$ cat src/include/n64_ppu_settings.svh
// N64 PPU settings
`ifndef N64_PPU_SETTINGS_SVH
`define N64_PPU_SETTINGS_SVH

// Video bus and pixel widths
`define N64_COLOR_W 7
`define OUT_COLOR_W 8
`define SYNC_W 4

// Sync nibble bit positions, active low
`define SYNC_VS_BIT 3
`define SYNC_HS_BIT 1

// AXI4-Lite bus
`define AXI_ADDR_W 4
`define AXI_DATA_W 32

// Register map
`define REG_CFG_ADDR 4'h0
`define REG_STAT_ADDR 4'h4

// Video info detection
`define LINE_CNT_W 10
`define PAL_MIN_LINES 10'd290

`endif

$ cat src/hdl/n64_ppu_pkg.sv
// N64 PPU types
`default_nettype none

`include "n64_ppu_settings.svh"

package n64_ppu_pkg;

  // Color words
  typedef logic [`N64_COLOR_W-1:0] n64_color_t;
  typedef logic [`OUT_COLOR_W-1:0] out_color_t;

  // Sync nibble, all bits active low
  typedef logic [`SYNC_W-1:0] sync_t;

  // Gamma curve selection
  typedef logic [1:0] gamma_sel_t;

  // Field line counter
  typedef logic [`LINE_CNT_W-1:0] line_cnt_t;

  // AXI4-Lite vectors
  typedef logic [`AXI_ADDR_W-1:0] axi_addr_t;
  typedef logic [`AXI_DATA_W-1:0] axi_data_t;

  // Video demux FSM, named after the word expected next
  typedef enum logic [1:0] {
    DMX_SYNC,
    DMX_RED,
    DMX_GREEN,
    DMX_BLUE
  } demux_state_t;

  // AXI write channel FSM
  typedef enum logic {
    WR_IDLE,
    WR_RESP
  } axi_wr_state_t;

endpackage

`default_nettype wire

$ cat src/hdl/n64_pixel_if.sv
// Demuxed pixel stream
`default_nettype none

interface n64_pixel_if
  import n64_ppu_pkg::*;
();

  // One-cycle strobe, no back-pressure
  logic       valid;
  sync_t      sync;
  n64_color_t red;
  n64_color_t green;
  n64_color_t blue;

  modport src (output valid, output sync, output red, output green, output blue);
  modport snk (input valid, input sync, input red, input green, input blue);

endinterface

`default_nettype wire

$ cat src/hdl/n64_cfg_regs.sv
// PPU configuration registers
`default_nettype none

`include "n64_ppu_settings.svh"

module n64_cfg_regs
  import n64_ppu_pkg::*;
(
  input  logic       N64_CLK_i,
  input  logic       rst_n_i,
  input  axi_addr_t  s_axi_awaddr_i,
  input  logic       s_axi_awvalid_i,
  output logic       s_axi_awready_o,
  input  axi_data_t  s_axi_wdata_i,
  input  logic       s_axi_wvalid_i,
  output logic       s_axi_wready_o,
  output logic [1:0] s_axi_bresp_o,
  output logic       s_axi_bvalid_o,
  input  logic       s_axi_bready_i,
  input  axi_addr_t  s_axi_araddr_i,
  input  logic       s_axi_arvalid_i,
  output logic       s_axi_arready_o,
  output axi_data_t  s_axi_rdata_o,
  output logic [1:0] s_axi_rresp_o,
  output logic       s_axi_rvalid_o,
  input  logic       s_axi_rready_i,
  input  logic       pal_i,
  input  logic       interlaced_i,
  output gamma_sel_t gamma_sel_o,
  output logic       n16bit_mode_o
);

  localparam logic [1:0] RESP_OKAY   = 2'b00;
  localparam logic [1:0] RESP_SLVERR = 2'b10;

  axi_wr_state_t wr_state_q;
  logic          wr_ready_q;
  logic          bvalid_q;
  logic [1:0]    bresp_q;
  logic          ar_ready_q;
  logic          rvalid_q;
  logic [1:0]    rresp_q;
  axi_data_t     rdata_q;
  logic [2:0]    cfg_q;
  axi_data_t     cfg_word;
  axi_data_t     status_word;
  logic          wr_addr_known;

  // Config is {n16bit_mode, gamma_sel}
  assign cfg_word    = {{(`AXI_DATA_W-3){1'b0}}, cfg_q};
  assign status_word = {{(`AXI_DATA_W-5){1'b0}}, cfg_q, interlaced_i, pal_i};

  // Status is read only, a write there is accepted and dropped
  assign wr_addr_known = (s_axi_awaddr_i == `REG_CFG_ADDR) ||
                         (s_axi_awaddr_i == `REG_STAT_ADDR);

  // ==================================================
  // Write channel
  // ==================================================

  // AW and W are taken together with one ready pulse
  always_ff @(posedge N64_CLK_i or negedge rst_n_i) begin
    if (!rst_n_i) begin
      wr_state_q <= WR_IDLE;
      wr_ready_q <= 1'b0;
      bvalid_q   <= 1'b0;
      cfg_q      <= '0;
    end else begin
      wr_ready_q <= 1'b0;
      case (wr_state_q)
        WR_IDLE: begin
          if (wr_ready_q) begin
            wr_state_q <= WR_RESP;
            bvalid_q   <= 1'b1;
            if (s_axi_awaddr_i == `REG_CFG_ADDR) begin
              cfg_q <= s_axi_wdata_i[2:0];
            end
          end else if (s_axi_awvalid_i && s_axi_wvalid_i) begin
            wr_ready_q <= 1'b1;
          end
        end
        WR_RESP: begin
          if (s_axi_bready_i) begin
            bvalid_q   <= 1'b0;
            wr_state_q <= WR_IDLE;
          end
        end
        default: wr_state_q <= WR_IDLE;
      endcase
    end
  end

  always_ff @(posedge N64_CLK_i) begin
    if (wr_ready_q) begin
      bresp_q <= wr_addr_known ? RESP_OKAY : RESP_SLVERR;
    end
  end

  // ==================================================
  // Read channel
  // ==================================================

  always_ff @(posedge N64_CLK_i or negedge rst_n_i) begin
    if (!rst_n_i) begin
      ar_ready_q <= 1'b0;
      rvalid_q   <= 1'b0;
    end else begin
      ar_ready_q <= 1'b0;
      if (rvalid_q) begin
        if (s_axi_rready_i) begin
          rvalid_q <= 1'b0;
        end
      end else if (ar_ready_q) begin
        rvalid_q <= 1'b1;
      end else if (s_axi_arvalid_i) begin
        ar_ready_q <= 1'b1;
      end
    end
  end

  // Read data is captured in the address handshake cycle
  always_ff @(posedge N64_CLK_i) begin
    if (ar_ready_q) begin
      case (s_axi_araddr_i)
        `REG_CFG_ADDR: begin
          rdata_q <= cfg_word;
          rresp_q <= RESP_OKAY;
        end
        `REG_STAT_ADDR: begin
          rdata_q <= status_word;
          rresp_q <= RESP_OKAY;
        end
        default: begin
          rdata_q <= '0;
          rresp_q <= RESP_SLVERR;
        end
      endcase
    end
  end

  assign s_axi_awready_o = wr_ready_q;
  assign s_axi_wready_o  = wr_ready_q;
  assign s_axi_bvalid_o  = bvalid_q;
  assign s_axi_bresp_o   = bresp_q;
  assign s_axi_arready_o = ar_ready_q;
  assign s_axi_rvalid_o  = rvalid_q;
  assign s_axi_rdata_o   = rdata_q;
  assign s_axi_rresp_o   = rresp_q;

  assign gamma_sel_o   = cfg_q[1:0];
  assign n16bit_mode_o = cfg_q[2];

endmodule

`default_nettype wire

$ cat src/hdl/n64_vdemux.sv
// N64 video bus demultiplexer
`default_nettype none

`include "n64_ppu_settings.svh"

module n64_vdemux
  import n64_ppu_pkg::*;
(
  input  logic       N64_CLK_i,
  input  logic       rst_n_i,
  input  logic       vdsync_n_i,
  input  n64_color_t vd_i,
  input  logic       n16bit_mode_i,
  n64_pixel_if.src   pix_o
);

  demux_state_t state_q;
  sync_t        sync_q;
  n64_color_t   red_q;
  n64_color_t   green_q;
  logic         pix_valid_q;
  sync_t        pix_sync_q;
  n64_color_t   pix_red_q;
  n64_color_t   pix_green_q;
  n64_color_t   pix_blue_q;

  // 16-bit mode drops the two color LSBs
  function automatic n64_color_t reduce_color(input n64_color_t c, input logic n16bit);
    reduce_color = n16bit ? {c[`N64_COLOR_W-1:2], 2'b00} : c;
  endfunction

  // A low nVDSYNC always restarts the word sequence
  always_ff @(posedge N64_CLK_i or negedge rst_n_i) begin
    if (!rst_n_i) begin
      state_q     <= DMX_SYNC;
      pix_valid_q <= 1'b0;
    end else begin
      pix_valid_q <= 1'b0;
      if (!vdsync_n_i) begin
        state_q <= DMX_RED;
      end else begin
        case (state_q)
          DMX_RED:   state_q <= DMX_GREEN;
          DMX_GREEN: state_q <= DMX_BLUE;
          DMX_BLUE: begin
            state_q     <= DMX_SYNC;
            pix_valid_q <= 1'b1;
          end
          default:   state_q <= DMX_SYNC;
        endcase
      end
    end
  end

  // Word capture, pixel assembled when blue arrives
  always_ff @(posedge N64_CLK_i) begin
    if (!vdsync_n_i) begin
      sync_q <= vd_i[`SYNC_W-1:0];
    end else begin
      case (state_q)
        DMX_RED:   red_q   <= vd_i;
        DMX_GREEN: green_q <= vd_i;
        DMX_BLUE: begin
          pix_sync_q  <= sync_q;
          pix_red_q   <= reduce_color(red_q, n16bit_mode_i);
          pix_green_q <= reduce_color(green_q, n16bit_mode_i);
          pix_blue_q  <= reduce_color(vd_i, n16bit_mode_i);
        end
        default: ;
      endcase
    end
  end

  assign pix_o.valid = pix_valid_q;
  assign pix_o.sync  = pix_sync_q;
  assign pix_o.red   = pix_red_q;
  assign pix_o.green = pix_green_q;
  assign pix_o.blue  = pix_blue_q;

endmodule

`default_nettype wire

$ cat src/hdl/n64_vinfo.sv
// Video info detection
`default_nettype none

`include "n64_ppu_settings.svh"

module n64_vinfo
  import n64_ppu_pkg::*;
(
  input  logic     N64_CLK_i,
  input  logic     rst_n_i,
  n64_pixel_if.snk pix_i,
  output logic     pal_o,
  output logic     interlaced_o
);

  sync_t     prev_sync_q;
  line_cnt_t line_cnt_q;
  line_cnt_t last_field_q;
  logic      hs_fall;
  logic      vs_fall;
  logic      pal_q;
  logic      interlaced_q;

  // Sync bits are active low, so a falling edge starts the pulse
  assign hs_fall = prev_sync_q[`SYNC_HS_BIT] & ~pix_i.sync[`SYNC_HS_BIT];
  assign vs_fall = prev_sync_q[`SYNC_VS_BIT] & ~pix_i.sync[`SYNC_VS_BIT];

  always_ff @(posedge N64_CLK_i or negedge rst_n_i) begin
    if (!rst_n_i) begin
      prev_sync_q  <= '1;
      line_cnt_q   <= '0;
      last_field_q <= '0;
      pal_q        <= 1'b0;
      interlaced_q <= 1'b0;
    end else if (pix_i.valid) begin
      prev_sync_q <= pix_i.sync;
      if (vs_fall) begin
        // Field complete, judge its length
        pal_q        <= line_cnt_q > `PAL_MIN_LINES;
        interlaced_q <= line_cnt_q != last_field_q;
        last_field_q <= line_cnt_q;
        line_cnt_q   <= hs_fall ? line_cnt_t'(1) : '0;
      end else if (hs_fall && (line_cnt_q != '1)) begin
        line_cnt_q <= line_cnt_q + 1'b1;
      end
    end
  end

  assign pal_o        = pal_q;
  assign interlaced_o = interlaced_q;

endmodule

`default_nettype wire

$ cat src/hdl/n64_gamma.sv
// Gamma correction
`default_nettype none

`include "n64_ppu_settings.svh"

module n64_gamma
  import n64_ppu_pkg::*;
(
  input  logic       N64_CLK_i,
  input  logic       rst_n_i,
  input  gamma_sel_t gamma_sel_i,
  n64_pixel_if.snk   pix_i,
  output logic       pix_valid_o,
  output sync_t      sync_o,
  output out_color_t red_o,
  output out_color_t green_o,
  output out_color_t blue_o
);

  // One channel through the selected curve
  function automatic out_color_t apply_gamma(input gamma_sel_t sel, input n64_color_t c);
    logic [2*`N64_COLOR_W-1:0] sq;
    n64_color_t                inv;
    sq  = '0;
    inv = {`N64_COLOR_W{1'b1}} - c;
    case (sel)
      2'd1: begin
        // Darker, c^2 / 64
        sq          = c * c;
        apply_gamma = sq[2*`N64_COLOR_W-1 -: `OUT_COLOR_W];
      end
      2'd2: begin
        // Brighter, mirrored square
        sq          = inv * inv;
        apply_gamma = {`OUT_COLOR_W{1'b1}} - sq[2*`N64_COLOR_W-1 -: `OUT_COLOR_W];
      end
      default: apply_gamma = {c, c[`N64_COLOR_W-1]};
    endcase
  endfunction

  always_ff @(posedge N64_CLK_i or negedge rst_n_i) begin
    if (!rst_n_i) begin
      pix_valid_o <= 1'b0;
    end else begin
      pix_valid_o <= pix_i.valid;
    end
  end

  always_ff @(posedge N64_CLK_i) begin
    if (pix_i.valid) begin
      sync_o  <= pix_i.sync;
      red_o   <= apply_gamma(gamma_sel_i, pix_i.red);
      green_o <= apply_gamma(gamma_sel_i, pix_i.green);
      blue_o  <= apply_gamma(gamma_sel_i, pix_i.blue);
    end
  end

endmodule

`default_nettype wire

$ cat src/hdl/n64_ppu_top.sv
// N64 PPU input stage top
`default_nettype none

module n64_ppu_top
  import n64_ppu_pkg::*;
(
  input  logic       N64_CLK_i,
  input  logic       rst_n_i,
  // Video bus
  input  logic       n64_vdsync_n_i,
  input  n64_color_t n64_vd_i,
  // AXI4-Lite
  input  axi_addr_t  s_axi_awaddr_i,
  input  logic       s_axi_awvalid_i,
  output logic       s_axi_awready_o,
  input  axi_data_t  s_axi_wdata_i,
  input  logic       s_axi_wvalid_i,
  output logic       s_axi_wready_o,
  output logic [1:0] s_axi_bresp_o,
  output logic       s_axi_bvalid_o,
  input  logic       s_axi_bready_i,
  input  axi_addr_t  s_axi_araddr_i,
  input  logic       s_axi_arvalid_i,
  output logic       s_axi_arready_o,
  output axi_data_t  s_axi_rdata_o,
  output logic [1:0] s_axi_rresp_o,
  output logic       s_axi_rvalid_o,
  input  logic       s_axi_rready_i,
  // Pixel outputs
  output logic       pix_valid_o,
  output sync_t      sync_o,
  output out_color_t red_o,
  output out_color_t green_o,
  output out_color_t blue_o,
  output logic       pal_o,
  output logic       interlaced_o
);

  gamma_sel_t gamma_sel;
  logic       n16bit_mode;

  n64_pixel_if i_pix_if ();

  // ==================================================
  // Configuration and status
  // ==================================================

  n64_cfg_regs i_n64_cfg_regs (
    .N64_CLK_i       (N64_CLK_i),
    .rst_n_i         (rst_n_i),
    .s_axi_awaddr_i  (s_axi_awaddr_i),
    .s_axi_awvalid_i (s_axi_awvalid_i),
    .s_axi_awready_o (s_axi_awready_o),
    .s_axi_wdata_i   (s_axi_wdata_i),
    .s_axi_wvalid_i  (s_axi_wvalid_i),
    .s_axi_wready_o  (s_axi_wready_o),
    .s_axi_bresp_o   (s_axi_bresp_o),
    .s_axi_bvalid_o  (s_axi_bvalid_o),
    .s_axi_bready_i  (s_axi_bready_i),
    .s_axi_araddr_i  (s_axi_araddr_i),
    .s_axi_arvalid_i (s_axi_arvalid_i),
    .s_axi_arready_o (s_axi_arready_o),
    .s_axi_rdata_o   (s_axi_rdata_o),
    .s_axi_rresp_o   (s_axi_rresp_o),
    .s_axi_rvalid_o  (s_axi_rvalid_o),
    .s_axi_rready_i  (s_axi_rready_i),
    .pal_i           (pal_o),
    .interlaced_i    (interlaced_o),
    .gamma_sel_o     (gamma_sel),
    .n16bit_mode_o   (n16bit_mode)
  );

  // ==================================================
  // Video path
  // ==================================================

  n64_vdemux i_n64_vdemux (
    .N64_CLK_i     (N64_CLK_i),
    .rst_n_i       (rst_n_i),
    .vdsync_n_i    (n64_vdsync_n_i),
    .vd_i          (n64_vd_i),
    .n16bit_mode_i (n16bit_mode),
    .pix_o         (i_pix_if.src)
  );

  n64_vinfo i_n64_vinfo (
    .N64_CLK_i    (N64_CLK_i),
    .rst_n_i      (rst_n_i),
    .pix_i        (i_pix_if.snk),
    .pal_o        (pal_o),
    .interlaced_o (interlaced_o)
  );

  n64_gamma i_n64_gamma (
    .N64_CLK_i   (N64_CLK_i),
    .rst_n_i     (rst_n_i),
    .gamma_sel_i (gamma_sel),
    .pix_i       (i_pix_if.snk),
    .pix_valid_o (pix_valid_o),
    .sync_o      (sync_o),
    .red_o       (red_o),
    .green_o     (green_o),
    .blue_o      (blue_o)
  );

endmodule

`default_nettype wire

$ cat config.mk
export PLATFORM = sky130hd
export DESIGN_NAME = n64_ppu_top
export DESIGN_NICKNAME = d
export VERILOG_FILES = /design/src/hdl/n64_ppu_pkg.sv /design/src/hdl/n64_pixel_if.sv /design/src/hdl/n64_cfg_regs.sv /design/src/hdl/n64_vdemux.sv /design/src/hdl/n64_vinfo.sv /design/src/hdl/n64_gamma.sv /design/src/hdl/n64_ppu_top.sv
export VERILOG_INCLUDE_DIRS = /design/src /design/src/include
export SDC_FILE = /design/constraint.sdc
export NUM_CORES = 1
export LEC_CHECK = 0
export BUFFER_PORTS_ARGS = -buffer_cell sky130_fd_sc_hd__buf_2
export CORE_MARGIN = 2
export CORE_UTILIZATION = 25
export DETAILED_ROUTE_END_ITERATION = 16
export GPL_TIMING_DRIVEN = 0
export MAX_ROUTING_LAYER = met4
export PLACE_DENSITY = 0.49
export SYNTH_ARGS = -nofsm -noshare
export SYNTH_HDL_FRONTEND = slang
export SYNTH_HIERARCHICAL = 1
export SYNTH_SLANG_ARGS = --single-unit
$ cat constraint.sdc
create_clock -name N64_CLK_i -period 8.3 [get_ports N64_CLK_i]
set_input_delay 0.415 -clock N64_CLK_i [delete_from_list [all_inputs] [get_ports N64_CLK_i]]
set_output_delay 0.415 -clock N64_CLK_i [all_outputs]
set_load 0.005 [all_outputs]
==> reports/qor.txt <==
================================================================================
Maximum number of pins on one net before global-route repair                  37
Sequential element share of the synthesized area                           28.2%
Vias in the first global route                                              8874
Core footprint                                                         45400 µm²
GRT Residual Overflow                                                          0
Hold-fix buffer count after cts                                                0
Synthesized flop and latch total                                             114
Result of the run                                                      completed
Number of library cell types mapped by synthesis                              85
Total leakage power                                                   0.00628 µW
Max Slew Vio Count                                                             0
Final critical delay including setup and external delays                 5590 ps
Core Rows                                                                     78
Fin Clk Skew                                                             9.88 ps
Post-route clock period utilization                                        67.4%
Number of placed I/O pins                                                    127
Crit path buffers/inverters                                                    5
Count of final setup violators                                                 0
Fraction of post-synthesis cell area in the top cell type by area          20.3%
Worst setup path category                                           flip-flop to flip-flop
Post-Syn Area per Cell                                                  9.84 µm²
DRC violation count after routing                                              0
Largest delay share family, worst path                               adder cells
Clock transition at the registers of the reported paths                    60 ps
Full die area                                                          47800 µm²
Effective utilization at floorplan                                         25.4%
Number of buffers inserted during clock tree synthesis                        17
Maximum clock path buffer count                                                2
Port Buffer Count                                                             68
Most Frequent Cell on Critical Path                                        inv_1
Worst-skew pair later-pin latency                                         430 ps
Final core utilization                                                     29.4%
Highest clock frequency the design can meet                              179 MHz
Final HPWL from detailed placement                                      23400 µm
Worst reg2reg setup slack                                                2710 ps
Crit path max fanout                                                          10
Synthesized cell area                                                  11500 µm²
Fraction of final layout cells sized beyond drive strength 1               14.1%
Area growth from synthesis to layout                                       15.8%
Most used flip-flop cell after synthesis                                edfxtp_1
Power density normalized to cell area                                 179 nW/µm²
Critical Path Start Type                                               flip-flop
Detailed-route wire length per cell                                      15.5 µm
Slew headroom                                                              39.3%
Post-CTS Setup Inserts                                                         0
All-layer global routing usage                                             13.3%
Startpoint of the worst-slack reg-to-reg timing path                i_n64_vdemux/pix_o.blue[5]
Number of levels the H-tree was split into                                     4
Arr. time, crit path                                                     5750 ps
Mapped Cells                                                                1170
Length of the first detailed-routing pass in iterations                        6
Commonest cells in the synthesized netlist                          163 x ha_1, 123 x inv_1, 102 x nor2_1
Worst slew pin tran                                                       907 ps
Number of warnings reported in the yosys synthesis log                         6
Number of antenna-violating nets in the routed design                          0
CTS sink cnt                                                                 114
RSZ-0062 raised after global routing                                          no
# nets final                                                                1576
Hold Slack                                                               91.7 ps
Worst reg-to-reg path cell count                                              18
Initial antenna violation count                                                1
Slowest stage delay, CP                                                   550 ps
Most repeated cell in the gate-level netlist after synthesis                ha_1
Number of inserted filler cells in the final layout                         4815
Detailed-route via count                                                    8671
Kind of capture point of the worst setup path                          flip-flop
Async set or reset register ratio after synthesis                          31.6%
Routed wire length                                                      29500 µm
Final-report hold violation count                                              0
Die outline height                                                        219 µm
Most area-consuming cells after synthesis                           edfxtp_1 20%, ha_1 18%, fa_1 13%, dfrtp_1 7.4%, inv_1 4.0%
X dimension of the die                                                    219 µm
Max rail drop VDD                                                       0.131 mV
CTS Root Cell                                                          clkbuf_16
Worst hold path class                                               input pin to async pin
Critical path's slowest cell                                                fa_1
DR iter-0 viols                                                              485
Setup Total Neg Slack                                                       0 ps
TritonCTS clock tree                                                        done
End of the worst register-to-register path                          i_n64_gamma/blue_o[6]
Vias per cell                                                               4.56
Global-route wire length before repair                                  48100 µm
Post-synth top area cell                                                edfxtp_1
Number of flops mapped to enable cells by yosys                               78
Critical Path RT                                                         8460 ps
Total of cells resized after clock tree synthesis                              0
Number of maximum-capacitance constraint violations                            0
Worst path cell trace                                               clkbuf_1, nor2_1, xor2_1, ha_1, inv_1, fa_1, inv_1, fa_1, inv_1, fa_1, inv_1, ha_1, a21o_1, a2111oi_4, a211oi_1, o21ai_1, a21oi_1, a221o_1
GP Congestion                                                              0.846
================================================================================
state kept, by name, indices dropped and copies added (netlist names), 2 cells and up:
register and count:
i_n64_cfg_regs/cfg_q 3, i_n64_cfg_regs/s_axi_rdata_o 5, i_n64_gamma/blue_o 8, i_n64_gamma/green_o 8, i_n64_gamma/red_o 8, i_n64_gamma/sync_o 4
i_n64_vdemux/green_q 7, i_n64_vdemux/pix_o.blue 7, i_n64_vdemux/pix_o.green 7, i_n64_vdemux/pix_o.red 7, i_n64_vdemux/pix_o.sync 4, i_n64_vdemux/red_q 7
i_n64_vdemux/state_q 2, i_n64_vdemux/sync_q 4, i_n64_vinfo/last_field_q 10, i_n64_vinfo/line_cnt_q 10, i_n64_vinfo/prev_sync_q 2
cell usage in the layout, fill, tap and decap left out, drive strengths merged, types with 11 or more instances in the layout:
cell type	count
o21ai	26
a21o	19
conb	29
nand4	11
ha	163
and2	28
buf	105
nor2b	12
nor2	102
and3	17
fa	72
nand3	23
nor3	23
edfxtp	78
inv	133
a21oi	45
clkbuf	60
xor2	23
nand2	76
dfrtp	34
mux2i	14
or2	16
xnor2	42
worst max-delay path by stage:
| stage | from | end | slack, ps | cells after the start |
|---|---|---|---|---|
| final | i_n64_vdemux/pix_o.blue[5] | i_n64_gamma/blue_o[6] | 2710 | 18 |
| after global routing | i_n64_vdemux/pix_o.blue[5] | i_n64_gamma/blue_o[6] | 2450 | 18 |
| after CTS | i_n64_vdemux/pix_o.blue[5] | i_n64_gamma/blue_o[6] | 2750 | 18 |
| after detailed placement | i_n64_vdemux/pix_o.blue[5] | i_n64_gamma/blue_o[6] | 2780 | 18 |
| after global placement | i_n64_vdemux/pix_o.blue[5] | i_n64_gamma/blue_o[6] | 2700 | 18 |
| after floorplan | i_n64_vdemux/pix_o.blue[5] | i_n64_gamma/blue_o[6] | 3500 | 18 |
area by class of cell:
type | instances | area, µm² | share of cell area (%)
clock inverters | 12 | 104 | 0.779
flip-flops and latches | 114 | 3250 | 24.4
diodes | 2 | 5.00 | 0.0375
multi-input cells | 881 | 7490 | 56.2
well taps | 600 | 751 | 5.63
inverters | 127 | 477 | 3.58
clock buffers | 20 | 489 | 3.67
plain buffers | 76 | 404 | 3.03
repair buffers | 69 | 360 | 2.70
per-layer routing:
layer / share of wire (%) / global-route usage, %
met5: 0 / -
met2: 46 / 20.5
met1: 48 / 17.6
met4: 1.8 / 3.58
met3: 4.4 / 2.85
kinds of logic (layout without fill, tap and decap cells):
logic type	after synthesis	after routing	share of synthesized area, %
AO/OA/AOI/OAI	186	186	12.0
adder cells (fa/ha/maj)	235	235	30.2
buffers and inverters	203	304	7.65
XOR/XNOR	65	65	4.94
multiplexers	20	20	1.90
other	1	31	0.0326
AND/OR/NAND/NOR	346	346	15.1
flip-flops	114	114	28.2
through the flow:
stage	setup WS [ps]	power [µW]	std cells	instance area [µm²]
5_1_grt	2450	2570	1900	13300
2_1_floorplan	3500	1380	1198	11600
4_1_cts	2750	2420	1899	13300
3_3_place_gp	2700	1650	1866	12700
6_report	2710	2390	1901	13300
3_5_place_dp	2780	1660	1867	12700
report_power, final:
| part | internal (µW) | switching [µW] |
|---|---|---|
| logic | 379 | 536 |
| clock network | 436 | 302 |
| registers | 682 | 50.4 |
| total | 1500 | 889 |
No activity file was read; power rests on OpenSTA's default activity.
